File: src/source/datapathPkg.sv
`default_nettype none

package datapathPkg;

    localparam int dataWidth = 32;     // width of the shared bus.
    localparam int regCount = 16;
    localparam int regIndexWidth = 4;
    localparam int opcodeWidth = 5;
    localparam int constWidth = 19;

    // alu opcodes in the top five bits of the instruction.
    localparam logic [opcodeWidth-1:0] opAdd = 5'b00011;
    localparam logic [opcodeWidth-1:0] opSub = 5'b00100;
    localparam logic [opcodeWidth-1:0] opAnd = 5'b00101;
    localparam logic [opcodeWidth-1:0] opOr = 5'b00110;
    localparam logic [opcodeWidth-1:0] opShr = 5'b00111;
    localparam logic [opcodeWidth-1:0] opShra = 5'b01000;
    localparam logic [opcodeWidth-1:0] opShl = 5'b01001;
    localparam logic [opcodeWidth-1:0] opRor = 5'b01010;
    localparam logic [opcodeWidth-1:0] opRol = 5'b01011;
    localparam logic [opcodeWidth-1:0] opMul = 5'b01110;
    localparam logic [opcodeWidth-1:0] opDiv = 5'b01111;
    localparam logic [opcodeWidth-1:0] opNeg = 5'b10000;
    localparam logic [opcodeWidth-1:0] opNot = 5'b10001;

    // one instruction word read in three-register or register-constant form.
    typedef union packed {
        struct packed {
            logic [opcodeWidth-1:0] opcode;
            logic [regIndexWidth-1:0] ra;
            logic [regIndexWidth-1:0] rb;
            logic [regIndexWidth-1:0] rc;
            logic [dataWidth-opcodeWidth-3*regIndexWidth-1:0] unused;
        } rFormat;
        struct packed {
            logic [opcodeWidth-1:0] opcode;
            logic [regIndexWidth-1:0] ra;
            logic [regIndexWidth-1:0] rb;
            logic [constWidth-1:0] constant;
        } iFormat;
    } instrWord;

endpackage

`default_nettype wire
File: src/source/selectEncode.sv
`timescale 1ns/1ps
`default_nettype none

module selectEncode (
    input  datapathPkg::instrWord ir,
    input  logic gra,
    input  logic grb,
    input  logic grc,
    input  logic rIn,
    input  logic rOut,
    output logic [datapathPkg::regCount-1:0] regLoad,
    output logic [datapathPkg::regIndexWidth-1:0] regDrive,
    output logic [datapathPkg::dataWidth-1:0] cValue
);
    logic [datapathPkg::regIndexWidth-1:0] field;
    logic fieldValid;

    always_comb begin
        fieldValid = gra | grb | grc;
        field = '0;
        if (gra) field = ir.rFormat.ra;
        else if (grb) field = ir.rFormat.rb;
        else if (grc) field = ir.rFormat.rc;
    end

    always_comb begin
        regLoad = '0;
        if (rIn && fieldValid) begin
            regLoad[field] = 1'b1;   // one-hot write enable.
        end
    end

    assign regDrive = rOut ? field : '0;

    // constant field sign-extended to bus width.
    assign cValue = {{(datapathPkg::dataWidth - datapathPkg::constWidth)
                      {ir.iFormat.constant[datapathPkg::constWidth-1]}},
                     ir.iFormat.constant};

endmodule

`default_nettype wire

File: config.mk
export PLATFORM = sky130hd
export DESIGN_NAME = selectEncode
export DESIGN_NICKNAME = d
export VERILOG_FILES = /design/src/source/datapathPkg.sv /design/src/source/selectEncode.sv
export SDC_FILE = /design/constraint.sdc
export NUM_CORES = 1
export LEC_CHECK = 0
export ABC_AREA = 1
export ABC_CLOCK_PERIOD_IN_PS = 1000
export BUFFER_PORTS_ARGS = -buffer_cell sky130_fd_sc_hd__buf_2
export CAP_MARGIN = 20
export CORE_AREA = 5 5 50 52
export DETAILED_ROUTE_END_ITERATION = 12
export DIE_AREA = 0 0 55 57
export PLACE_DENSITY_LB_ADDON = 0.2
export SLEW_MARGIN = 20
export SYNTH_ARGS = -nofsm -noshare
export SYNTH_HDL_FRONTEND = slang
export SYNTH_SLANG_ARGS = --single-unit
File: constraint.sdc
create_clock -name vclk -period 1
set_clock_uncertainty 0.05 [all_clocks]
set_input_delay 0.05 -clock vclk [all_inputs]
set_output_delay 0.05 -clock vclk [all_outputs]
set_load 0.03 [all_outputs]
## After elaboration in Yosys (flattened, before gate mapping)

Index checks and enable logic that the tools add are counted.

- Order comparisons: 2
- Muxes and demuxes: 7
- Bitwise operators: 2
- Reductions and logical operators: 2

Operators with widths:

| kind | count |
|---|---|
| $mux W16 | 1 |
| $mux W4 | 4 |
| $lt A4 B5 Y1 const B | 1 |
| $demux W1 S4 | 1 |
| $ge A4 B1 Y1 const B | 1 |
| $logic_and A1 B1 Y1 | 2 |
| $or A1 B1 Y1 | 2 |
| $mux W1 | 1 |

- Bits in registers: 0
- Output and inout port bits: 52

## Logic depth before layout (Yosys ltp)

Gate-level depths: netlist (run 1).

- Depth after elaboration: 8
- Gate-level depth with buffers: 8

## Worst setup path after synthesis (run 1)

OpenSTA, ideal clock, no wires.

- Kind: in2out
- From: input grb
- To: output regLoad[12] (netlist name)
- Data arrival time: 1.119 ns
- Setup slack: -0.219 ns
- Stages on the path: 6
- Path through: buf_2 inv_2 nand3_1 a21oi_1 nand2_1 nor2_1

- Word-level cells in the longest chain between the ends: 7
- Elaborated cells between the ends (all ways): 11
- Classes of those cells: order compare (2); mux (5); bitwise (2); reduce/logical (2)

Ends and longest elaborated chain:

| element | line | source |
|---|---|---|
| from (decl) | selectEncode.sv:7 | `input logic grb,` |
| $mux W4 | selectEncode.sv:22 | `else if (grb) field = ir.rFormat.rb;` |
| $mux W4 | selectEncode.sv:21 | `if (gra) field = ir.rFormat.ra;` |
| $lt A4 B5 Y1 (not written as such) / $ge A4 B1 Y1 (equally long branches) | selectEncode.sv:29 | `regLoad[field] = 1'b1;` |
| $logic_and A1 B1 Y1 (not written as such) | selectEncode.sv:29 |  |
| $mux W1 (not written as such) | selectEncode.sv:29 |  |
| $demux W1 S4 | selectEncode.sv:29 |  |
| $mux W16 * | selectEncode.sv:28 | `if (rIn && fieldValid) begin` |
| to (decl) | selectEncode.sv:11 | `output logic [datapathPkg::regCount-1:0] regLoad,` |

Mark *: on every way between the ends. The rest lies on a longest branch, timed or not.

## Worst setup path in the final report (run 1)

- From: input gra
- To: output regLoad[12] (netlist name)

- Word-level cells in the longest chain between the ends: 6
- Elaborated cells between the ends (all ways): 10
- Classes of those cells: order compare (2); mux (4); bitwise (2); reduce/logical (2)

Ends and longest elaborated chain:

| element | line | source |
|---|---|---|
| from (decl) | selectEncode.sv:6 | `input logic gra,` |
| $mux W4 | selectEncode.sv:21 |  |
| $lt A4 B5 Y1 (not written as such) / $ge A4 B1 Y1 (equally long branches) | selectEncode.sv:29 |  |
| $logic_and A1 B1 Y1 (not written as such) | selectEncode.sv:29 |  |
| $mux W1 (not written as such) | selectEncode.sv:29 |  |
| $demux W1 S4 | selectEncode.sv:29 |  |
| $mux W16 * | selectEncode.sv:28 |  |

Marked as above.

==> results of run 1 <==
==> per-stage QoR <==
stage	instances	power, mW	TNS [ns]
6_report	165	0.644	-0.877
5_1_grt	165	0.684	-1.70
4_1_cts	165	0.604	-0.964
3_5_place_dp	164	0.481	-4.41
3_3_place_gp	164	0.480	-4.17
2_1_floorplan	107	0.484	-0.485
==> critical path: cells and delay by family <==
family | cells | cell delay (ns)
and+or+nand+nor | 4 | 0.64
buffers and inverters | 3 | 0.27
==> power by group through the flow <==
stage / registers [mW] / logic (mW) / clock network (mW)
6_report: 0 / 0.644 / 0
4_1_cts: 0 / 0.604 / 0
5_1_grt: 0 / 0.684 / 0
3_3_place_gp: 0 / 0.480 / 0
2_1_floorplan: 0 / 0.484 / 0
3_5_place_dp: 0 / 0.481 / 0
==> layout make-up <==
class | instances | area share (%)
multi-input combinational | 68 | 50.2
timing repair buffer | 63 | 43.9
inverter | 6 | 3.07
tap | 28 | 2.86
==> cell families (layout without fill, tap and decap cells) <==
logic type             Yosys count  after routing  synth area share, %
and+or+nand+nor                 62             62                 47.4
buffers and inverters           39             69                 45.2
AOI/OAI and AO/OA                6              6                 7.40
==> how the worst max path moves through the flow <==
| stage | end | start |
|---|---|---|
| floorplan | regLoad[11] | grb |
| global placement | regLoad[8] | gra |
| detailed placement | regLoad[4] | gra |
| CTS | regLoad[2] | grc |
| global route | regLoad[12] | gra |
| finish | regLoad[12] | gra |
==> synthesized netlist by cell type <==
cell	n	area share [%]
nand3_1	7	5.9
or2_1	1	1.1
buf_2	1	0.84
buf_4	32	41
nand2_1	22	14
nor2_1	22	14
nand3_2	3	5.1
or2_0	2	2.1
o21ai_1	1	0.84
inv_2	2	1.3
a21oi_1	4	3.4
inv_1	4	2.5
a21boi_4	1	3.2
nand2_2	5	5.3
==> per-layer routing <==
metal	global-route usage [%]	share of wire (%)
met3	0.783	9.9
met2	22.8	55
met5	0	0
met4	1.74	0.78
met1	14.3	34
==> what timing repair did <==
action,4_1_cts,5_1_grt
setup buffers,1,0
gates cloned,0,0
pin swaps,22,22
gates resized for setup,75,18
setup endpoints to repair,19,19
==> summary.txt, run 1 <==
Run status
  • Outcome: complete, but fails checks
  • Failing checks: negative setup slack

Global routing
  • Antenna violations before repair: 0
  • Vias in the first global route: around 670
  • Largest net degree at the start of global routing: 15
  • Total track usage: roughly an eighth
  • Total gr overflow: 0
  • First-pass GRT wire length: roughly 3000 um

CTS
  • Hold Buf Count CTS: 0

Power and ir drop
  • Clk pwr share: 0%
  • Maximum vdd drop: 0.379 mV
  • Sequential fraction of design power: 0%
  • P_leak: between 0.5 and 0.6 nW
  • Comb power frac: 100.0%
  • Power per cell area: 526 mW/mm^2
  • Switching power: roughly 0.4 mW
  • Switch share: roughly 62%
  • Internal power: around 0.24 mW

Drt
  • Vias: 741
  • Post-route ant nets: 0
  • WL final: between 2000 and 2500 um
  • Routed len/inst: roughly 12 um
  • Vias per cell: 4.49
  • First-pass DRT Iterations: 4
  • Drt first-iter violations: 12
  • Drc violations: 0

Die
  • Die area: 0.00314 mm^2
  • Die Span Y: 57 um
  • Row cnt: 17
  • Chip width: roughly 55 um
  • I/O pin count: between 80 and 90
  • Core ar.: between 0.002 and 0.0025 mm^2
  • Initial Utilization: 28.7%

Layout
  • FF/Latch Area: 0 um^2
  • Commonest non-fill, non-tap cell in the layout: buf_2
  • Antenna cells: 0
  • Fin util: roughly three fifths
  • Final instance area: 0.00122 mm^2
  • Net count reported at finish: 176
  • Seq Cell Count: 0
  • Layout cells sized above 1: between 80% and 90%
  • CLK BUF: 0
  • Highest-count cells in the layout ignoring fill and taps: 30 x buf_2, 25 x buf_6, 18 x nor2_4
  • Area grow syn2layout: 107%
  • Final-layout fill cell count: between 150 and 200
  • Multi-input logic area: roughly 610 um^2

Placed design
  • Placed cell area: 865 um^2
  • RePlAce Congestion: 0.795
  • IO Port Bufs: 54
  • Post-DP HPWL: between 1500 and 2000 um
  • Dpl ws: -0.292 ns

Timing
  • Min cycle time layout: 1.08 ns
  • RSZ-0062 raised after global routing: yes
  • Worst hold slack: around 0.050 ns
  • Slew Limit Fails: 0
  • Fmax: roughly 900 MHz
  • Normalized max-slew margin: between 80 and 90%
  • Final Hold Viols: 0
  • Slew at the pin closest to its max-slew limit: ~0.27 ns
  • # setup viols final: 16
  • Setup slack after layout: -0.0794 ns
  • Final worst-path cycle share: 108%

Worst setup path
  • Worst path required time: about 0.90 ns
  • Maximum fanout along the worst path: 7
  • Startpoint Class: primary input
  • Critical path class: in2out
  • Worst path max stage delay: around 0.21 ns
  • CP max-delay cell: or2_1
  • Critical path capture point type: output pin
  • Crit path cell chain: buf_12 -> inv_8 -> or2_1 -> nand2_2 -> nand3_4 -> nor2_4 -> buf_6
  • CP arrival: a little under 1 ns

Flow run
  • Max-Cap Viols: 0

Min path
  • Hold Crit Class: in2out
  • Worst Hold Depth: 0
  • Startpoint of the worst hold path: ir[13]
  • Worst hold endpoint: cValue[13]

Yosys
  • Sequential area share after synthesis: 0%
  • Synth Warn #: 0
  • Mapped Area: ~600 um^2
  • Number of unique standard cell types used by synthesis: 14
  • Syn avg cell area: approximately 5.5 um^2
  • Mapped Cells: approximately 110
  • Post-Syn Nets: approximately 140
Power figures use the tool's default switching activity.
==> run 2: changes to the inputs <==
--- a/config.mk
+++ b/config.mk
@@ -5,7 +5,6 @@
 export SDC_FILE = /design/constraint.sdc
 export NUM_CORES = 1
 export LEC_CHECK = 0
-export ABC_AREA = 1
 export ABC_CLOCK_PERIOD_IN_PS = 1000
 export BUFFER_PORTS_ARGS = -buffer_cell sky130_fd_sc_hd__buf_2
 export CAP_MARGIN = 20
==> summary.txt, run 2 <==
Run status
  • Outcome: complete, but fails checks
  • Failing checks: negative setup slack

Global routing
  • Vias in the first global route: 631 (-5.4%)
  • First-pass GRT wire length: 2880 um (-3.9%)
  • Antenna violations before repair: 0 (unchanged)
  • Largest net degree at the start of global routing: 16 (+1)
  • Total gr overflow: 0 (unchanged)
  • Total track usage: 11.6% (-0.34 points)

Die
  • Row cnt: 17 (unchanged)
  • Chip width: 55 um (unchanged)
  • I/O pin count: 89 (unchanged)
  • Initial Utilization: 29.7% (+1.0 points)
  • Die Span Y: 57 um (unchanged)
  • Die area: 0.00314 mm^2 (unchanged)
  • Core ar.: 0.00206 mm^2 (unchanged)

Layout
  • Antenna cells: 0 (unchanged)
  • Seq Cell Count: 0 (unchanged)
  • Layout cells sized above 1: 92.9% (+11 points)
  • Commonest non-fill, non-tap cell in the layout: buf_2
  • CLK BUF: 0 (unchanged)
  • FF/Latch Area: 0 um^2 (unchanged)
  • Net count reported at finish: 152 (-14%)
  • Area grow syn2layout: 93.9%
  • Final instance area: 0.00119 mm^2 (-2.9%)
  • Highest-count cells in the layout ignoring fill and taps: 29 x buf_2, 23 x buf_6, 10 x nor2_4

Placed design
  • RePlAce Congestion: 0.732 (-8.0%)
  • Post-DP HPWL: 1400 um (-9.0%)
  • Dpl ws: -0.373 ns (-0.0803 ns)
  • IO Port Bufs: 54 (unchanged)
  • Placed cell area: 857 um^2 (-0.87%)

Yosys
  • Synth top cells by count: 32 x buf_4, 10 x nor2_1, 5 x nand3b_1
  • Top cells by area, synth: buf_4 39%, nor3_2 6.5%, nand3b_1 6.1%
  • Mapped Area: 613 um^2 (+3.6%)
  • Synth Warn #: 0 (unchanged)
  • Post-Syn Nets: 118 (-18%)
  • Yosys top cell by area: buf_4
  • Synth top area share: 39.2% (-1.4 points)
  • Sequential area share after synthesis: 0% (unchanged)
  • Number of unique standard cell types used by synthesis: 22 (+8)
  • Count leader, synth: buf_4
  • Mapped Cells: 81 (-24%)
  • Syn avg cell area: 7.57 um^2 (+37%)

Drt
  • WL final: 1940 um (-5.4%)
  • Routed len/inst: 13.7 um (+11%)
  • Post-route ant nets: 0 (unchanged)
  • Vias per cell: 4.50 (+0.28%)
  • Drt first-iter violations: 7 (-5)
  • Vias: 635 (-14%)
  • First-pass DRT Iterations: 4 (unchanged)
  • Drc violations: 0 (unchanged)

Worst setup path
  • CP arrival: 1.13 ns (+0.15 ns)
  • Critical path class: in2out
  • Startpoint Class: primary input
  • Critical path capture point type: output pin
  • Maximum fanout along the worst path: 7 (unchanged)
  • Worst path required time: 0.90 ns (about the same)

Timing
  • Min cycle time layout: 1.23 ns (+0.154 ns)
  • Slew at the pin closest to its max-slew limit: 0.271 ns (+0.00520 ns)
  • RSZ-0062 raised after global routing: yes
  • Slew Limit Fails: 0 (unchanged)
  • Setup slack after layout: -0.234 ns (-0.154 ns)
  • # setup viols final: 20 (+4)
  • Final worst-path cycle share: 123% (+15 points)
  • Fmax: 810 MHz (-13%)
  • Normalized max-slew margin: 81.9% (-0.32 points)
  • Final Hold Viols: 0 (unchanged)

Power and ir drop
  • P_leak: 0.532 nW (-1.5%)
  • Maximum vdd drop: 0.276 mV (-27%)
  • Overall Power: 0.666 mW (+3.4%)
  • Power per cell area: 560 mW/mm^2 (+6.4%)

CTS
  • Hold Buf Count CTS: 0 (unchanged)

Flow run
  • Max-Cap Viols: 0 (unchanged)

Min path
  • Hold Crit Class: in2out
## run 2: cell count changes in the layout (fill, tap and decap cells not counted), sizes merged, moves of 3 or more
cell / delta
nor2: -12
nand3: -7
nand3b: +6
nand2: -25
and2: +4
a21oi: +3
inv: -5
nor3: +6
## run 2: layout make-up
type / instances / area (um^2)
multi-input cells: 47 / 603
inverters: 1 / 3.75
repair buffers: 65 / 547
fillers: 185 / 875
well taps: 28 / 35.0
## run 2: through the flow
| step | std cells | hold WS (ns) | utilization (%) | setup TNS (ns) |
|---|---|---|---|---|
| after floorplan | 81 | 0.182 | - | -2.06 |
| after global placement | 135 | 0.0502 | 41.5 | -5.20 |
| after detailed placement | 135 | 0.0502 | 41.5 | -5.36 |
| after CTS | 141 | 0.0502 | 56.6 | -3.45 |
| after global routing | 141 | 0.0500 | 57.6 | -4.24 |
| final | 141 | 0.0500 | 57.6 | -3.22 |
## run 2: logic make-up after synthesis
logic type | after synthesis | share of synthesized area [%]
AOI/OAI and AO/OA | 10 | 17.3
buffers and inverters | 34 | 41.6
and+or+nand+nor | 37 | 41.0
## run 2: power breakdown
part / total [mW] / switching [mW] / internal [mW]
Sequential: 0 / 0 / 0
Combinational: 0.666 / 0.388 / 0.278
Clock: 0 / 0 / 0
## run 2: layer usage
layer	GRT usage [%]	wire length, um	part of all wire [%]
met4	1.39	6	0.31
met5	0	0	0
met2	21.3	1010	52
met1	13.9	692	36
met3	2.35	228	12
## run 2: worst paths after layout
check | slack (ns) | cells past startpoint | start | end
setup / recovery | -0.23 | 6 | grb | regLoad[0]
hold / removal | 0.05 | 0 | ir[14] | cValue[14]
## run 2: what timing repair did
action	4_1_cts	5_1_grt
buffers inserted	5	1
cloned	1	0
pin swaps	17	13
endpoints found under the setup margin	20	20
resized for setup	66	6
## run 2: critical path, cell delays in order
cell and delay (ns):
buf_16 0.12, a21oi_4 0.16, a21oi_4 0.11, or2_4 0.31, nor3_4 0.21, buf_6 0.16
==> run 3: changes to the inputs <==
--- a/config.mk
+++ b/config.mk
@@ -12,6 +12,7 @@
 export DETAILED_ROUTE_END_ITERATION = 12
 export DIE_AREA = 0 0 55 57
 export PLACE_DENSITY_LB_ADDON = 0.2
+export SETUP_SLACK_MARGIN = 0.05
 export SLEW_MARGIN = 20
 export SYNTH_ARGS = -nofsm -noshare
 export SYNTH_HDL_FRONTEND = slang
==> summary.txt, run 3 (synthesized netlist as in run 2, its figures left out) <==
Drt
  • Met1 Wirelength: 664 um (-4.0%)
  • WL final: 2030 um (+4.8%)
  • Top sig layer: met4
  • WL met2: 1090 um (+7.9%)
  • Drc violations: 0 (unchanged)
  • Metal3 WL: 265 um (+16%)
  • Drt first-iter violations: 4 (-3)
  • Routed len/inst: 14.0 um (+1.9%)
  • Post-route ant nets: 0 (unchanged)
  • First-pass DRT Iterations: 4 (unchanged)
  • Vias: 652 (+2.7%)
  • Vias per cell: 4.50 (-0.16%)

Die
  • I/O pin count: 89 (unchanged)
  • Die Span Y: 57 um (unchanged)
  • Core ar.: 0.00206 mm^2 (unchanged)
  • Initial Utilization: 29.7% (unchanged)
  • Row cnt: 17 (unchanged)
  • Die area: 0.00314 mm^2 (unchanged)
  • Chip width: 55 um (unchanged)

Layout
  • Seq Cell Count: 0 (unchanged)
  • Commonest non-fill, non-tap cell in the layout: buf_2
  • Antenna cells: 0 (unchanged)
  • Area grow syn2layout: 99.0%
  • Layout Cells excl Fill: 145 (+2.8%)
  • Net count reported at finish: 156 (+2.6%)
  • Fin util: 59.1% (+1.5 points)
  • Layout cells sized above 1: 93.2% (+0.24 points)
  • FF/Latch Area: 0 um^2 (unchanged)
  • Highest-count cells in the layout ignoring fill and taps: 30 x buf_2, 27 x buf_6, 9 x nor2_4
  • CLK BUF: 0 (unchanged)

Worst setup path
  • CP startpoint: grb
  • CP arrival: 1.11 ns (-0.02 ns)
  • Worst path required time: 0.90 ns (about the same)
  • Critical path class: in2out
  • CP max-delay cell: a22oi_4
  • Crit path cell chain: buf_12 -> nand3b_1 -> a22oi_4 -> nand2_4 -> nor3_4 -> buf_6
  • Critical path capture point type: output pin
  • Maximum fanout along the worst path: 5 (-2)
  • Startpoint Class: primary input
  • Worst path max stage delay: 0.25 ns (-0.06 ns)

Global routing
  • First-pass GRT wire length: 2920 um (+1.4%)
  • Largest net degree at the start of global routing: 12 (-4)
  • Antenna violations before repair: 0 (unchanged)
  • Total track usage: 11.8% (+0.15 points)
  • Total gr overflow: 0 (unchanged)
  • Vias in the first global route: 629 (-0.32%)

Placed design
  • IO Port Bufs: 54 (unchanged)
  • Post-DP HPWL: 1410 um (+0.65%)
  • Cell Count Post-Placement: 135 (unchanged)
  • RePlAce Congestion: 0.730 (-0.25%)

Min path
  • Hold Crit Class: in2out
  • Startpoint of the worst hold path: ir[14]

Timing
  • Setup slack after layout: -0.207 ns (+0.0266 ns)
  • Fmax: 828 MHz (+2.2%)
  • Final Hold Viols: 0 (unchanged)
  • Normalized max-slew margin: 84.1% (+2.2 points)
  • Slew Limit Fails: 0 (unchanged)
  • Setup TNS: -3.15 ns (+0.0675 ns)
  • Worst hold slack: 0.0500 ns (unchanged)
  • Min cycle time layout: 1.21 ns (-0.0266 ns)
  • Slew at the pin closest to its max-slew limit: 0.239 ns (-0.0322 ns)
  • RSZ-0062 raised after global routing: yes
  • # setup viols final: 19 (-5.0%)
  • Final worst-path cycle share: 121% (-2.7 points)

Run status
  • Outcome: complete, but fails checks
  • Failing checks: negative setup slack

Flow run
  • Max-Cap Viols: 0 (unchanged)

Power and ir drop
  • P_leak: 0.553 nW (+3.9%)
  • Maximum vdd drop: 0.315 mV (+14%)
  • Power per cell area: 571 mW/mm^2 (+1.9%)

CTS
  • Hold Buf Count CTS: 0 (unchanged)
==> run 3: what timing repair did <==
item,CTS,global route
endpoints found under the setup margin,20,20
gates cloned,1,0
gates resized for setup,63,10
hold endpoints to repair,0,0
pin swaps,17,15
setup buffers,7,3
==> run 3: path summary, 6_finish.rpt <==
| check | endpoint | depth (start not counted) |
|---|---|---|
| worst max-delay path | regLoad[10] | 6 |
| worst min-delay path | cValue[14] | 0 |
==> run 3: through the flow <==
stage,area (um^2),worst slack (ns),power (mW)
floorplan,774,-0.173,0.533
global placement,857,-0.328,0.515
detailed placement,857,-0.364,0.516
CTS,1170,-0.278,0.665
global route,1220,-0.262,0.734
finish,1220,-0.207,0.697
==> run 3: worst max-delay path, delay by kind of cell <==
family,cells,cell delay [ns]
AND/OR/NAND/NOR,3,0.54
buffers and inverters,2,0.26
AO/OA/AOI/OAI,1,0.25
==> run 3: layer usage <==
metal	vias up	GRT usage, %
li1	311	-
met1	297	13.1
met2	40	22.5
met3	4	2.87
met4	0	1.04
met5	-	0
==> run 3: cell type report <==
type                       count  area (um^2)
fill                         173          843
inverter                       1         3.75
multi-input combinational     47          579
tap                           28         35.0
timing repair buffer          69          602
==> run 3: power breakdown <==
| part | total (mW) | leakage (nW) | internal, mW | switching, mW |
|---|---|---|---|---|
| logic | 0.697 | 0.553 | 0.306 | 0.391 |
| registers | 0 | 0 | 0 | 0 |
| clock network | 0 | 0 | 0 | 0 |
| total | 0.697 | 0.553 | 0.306 | 0.391 |
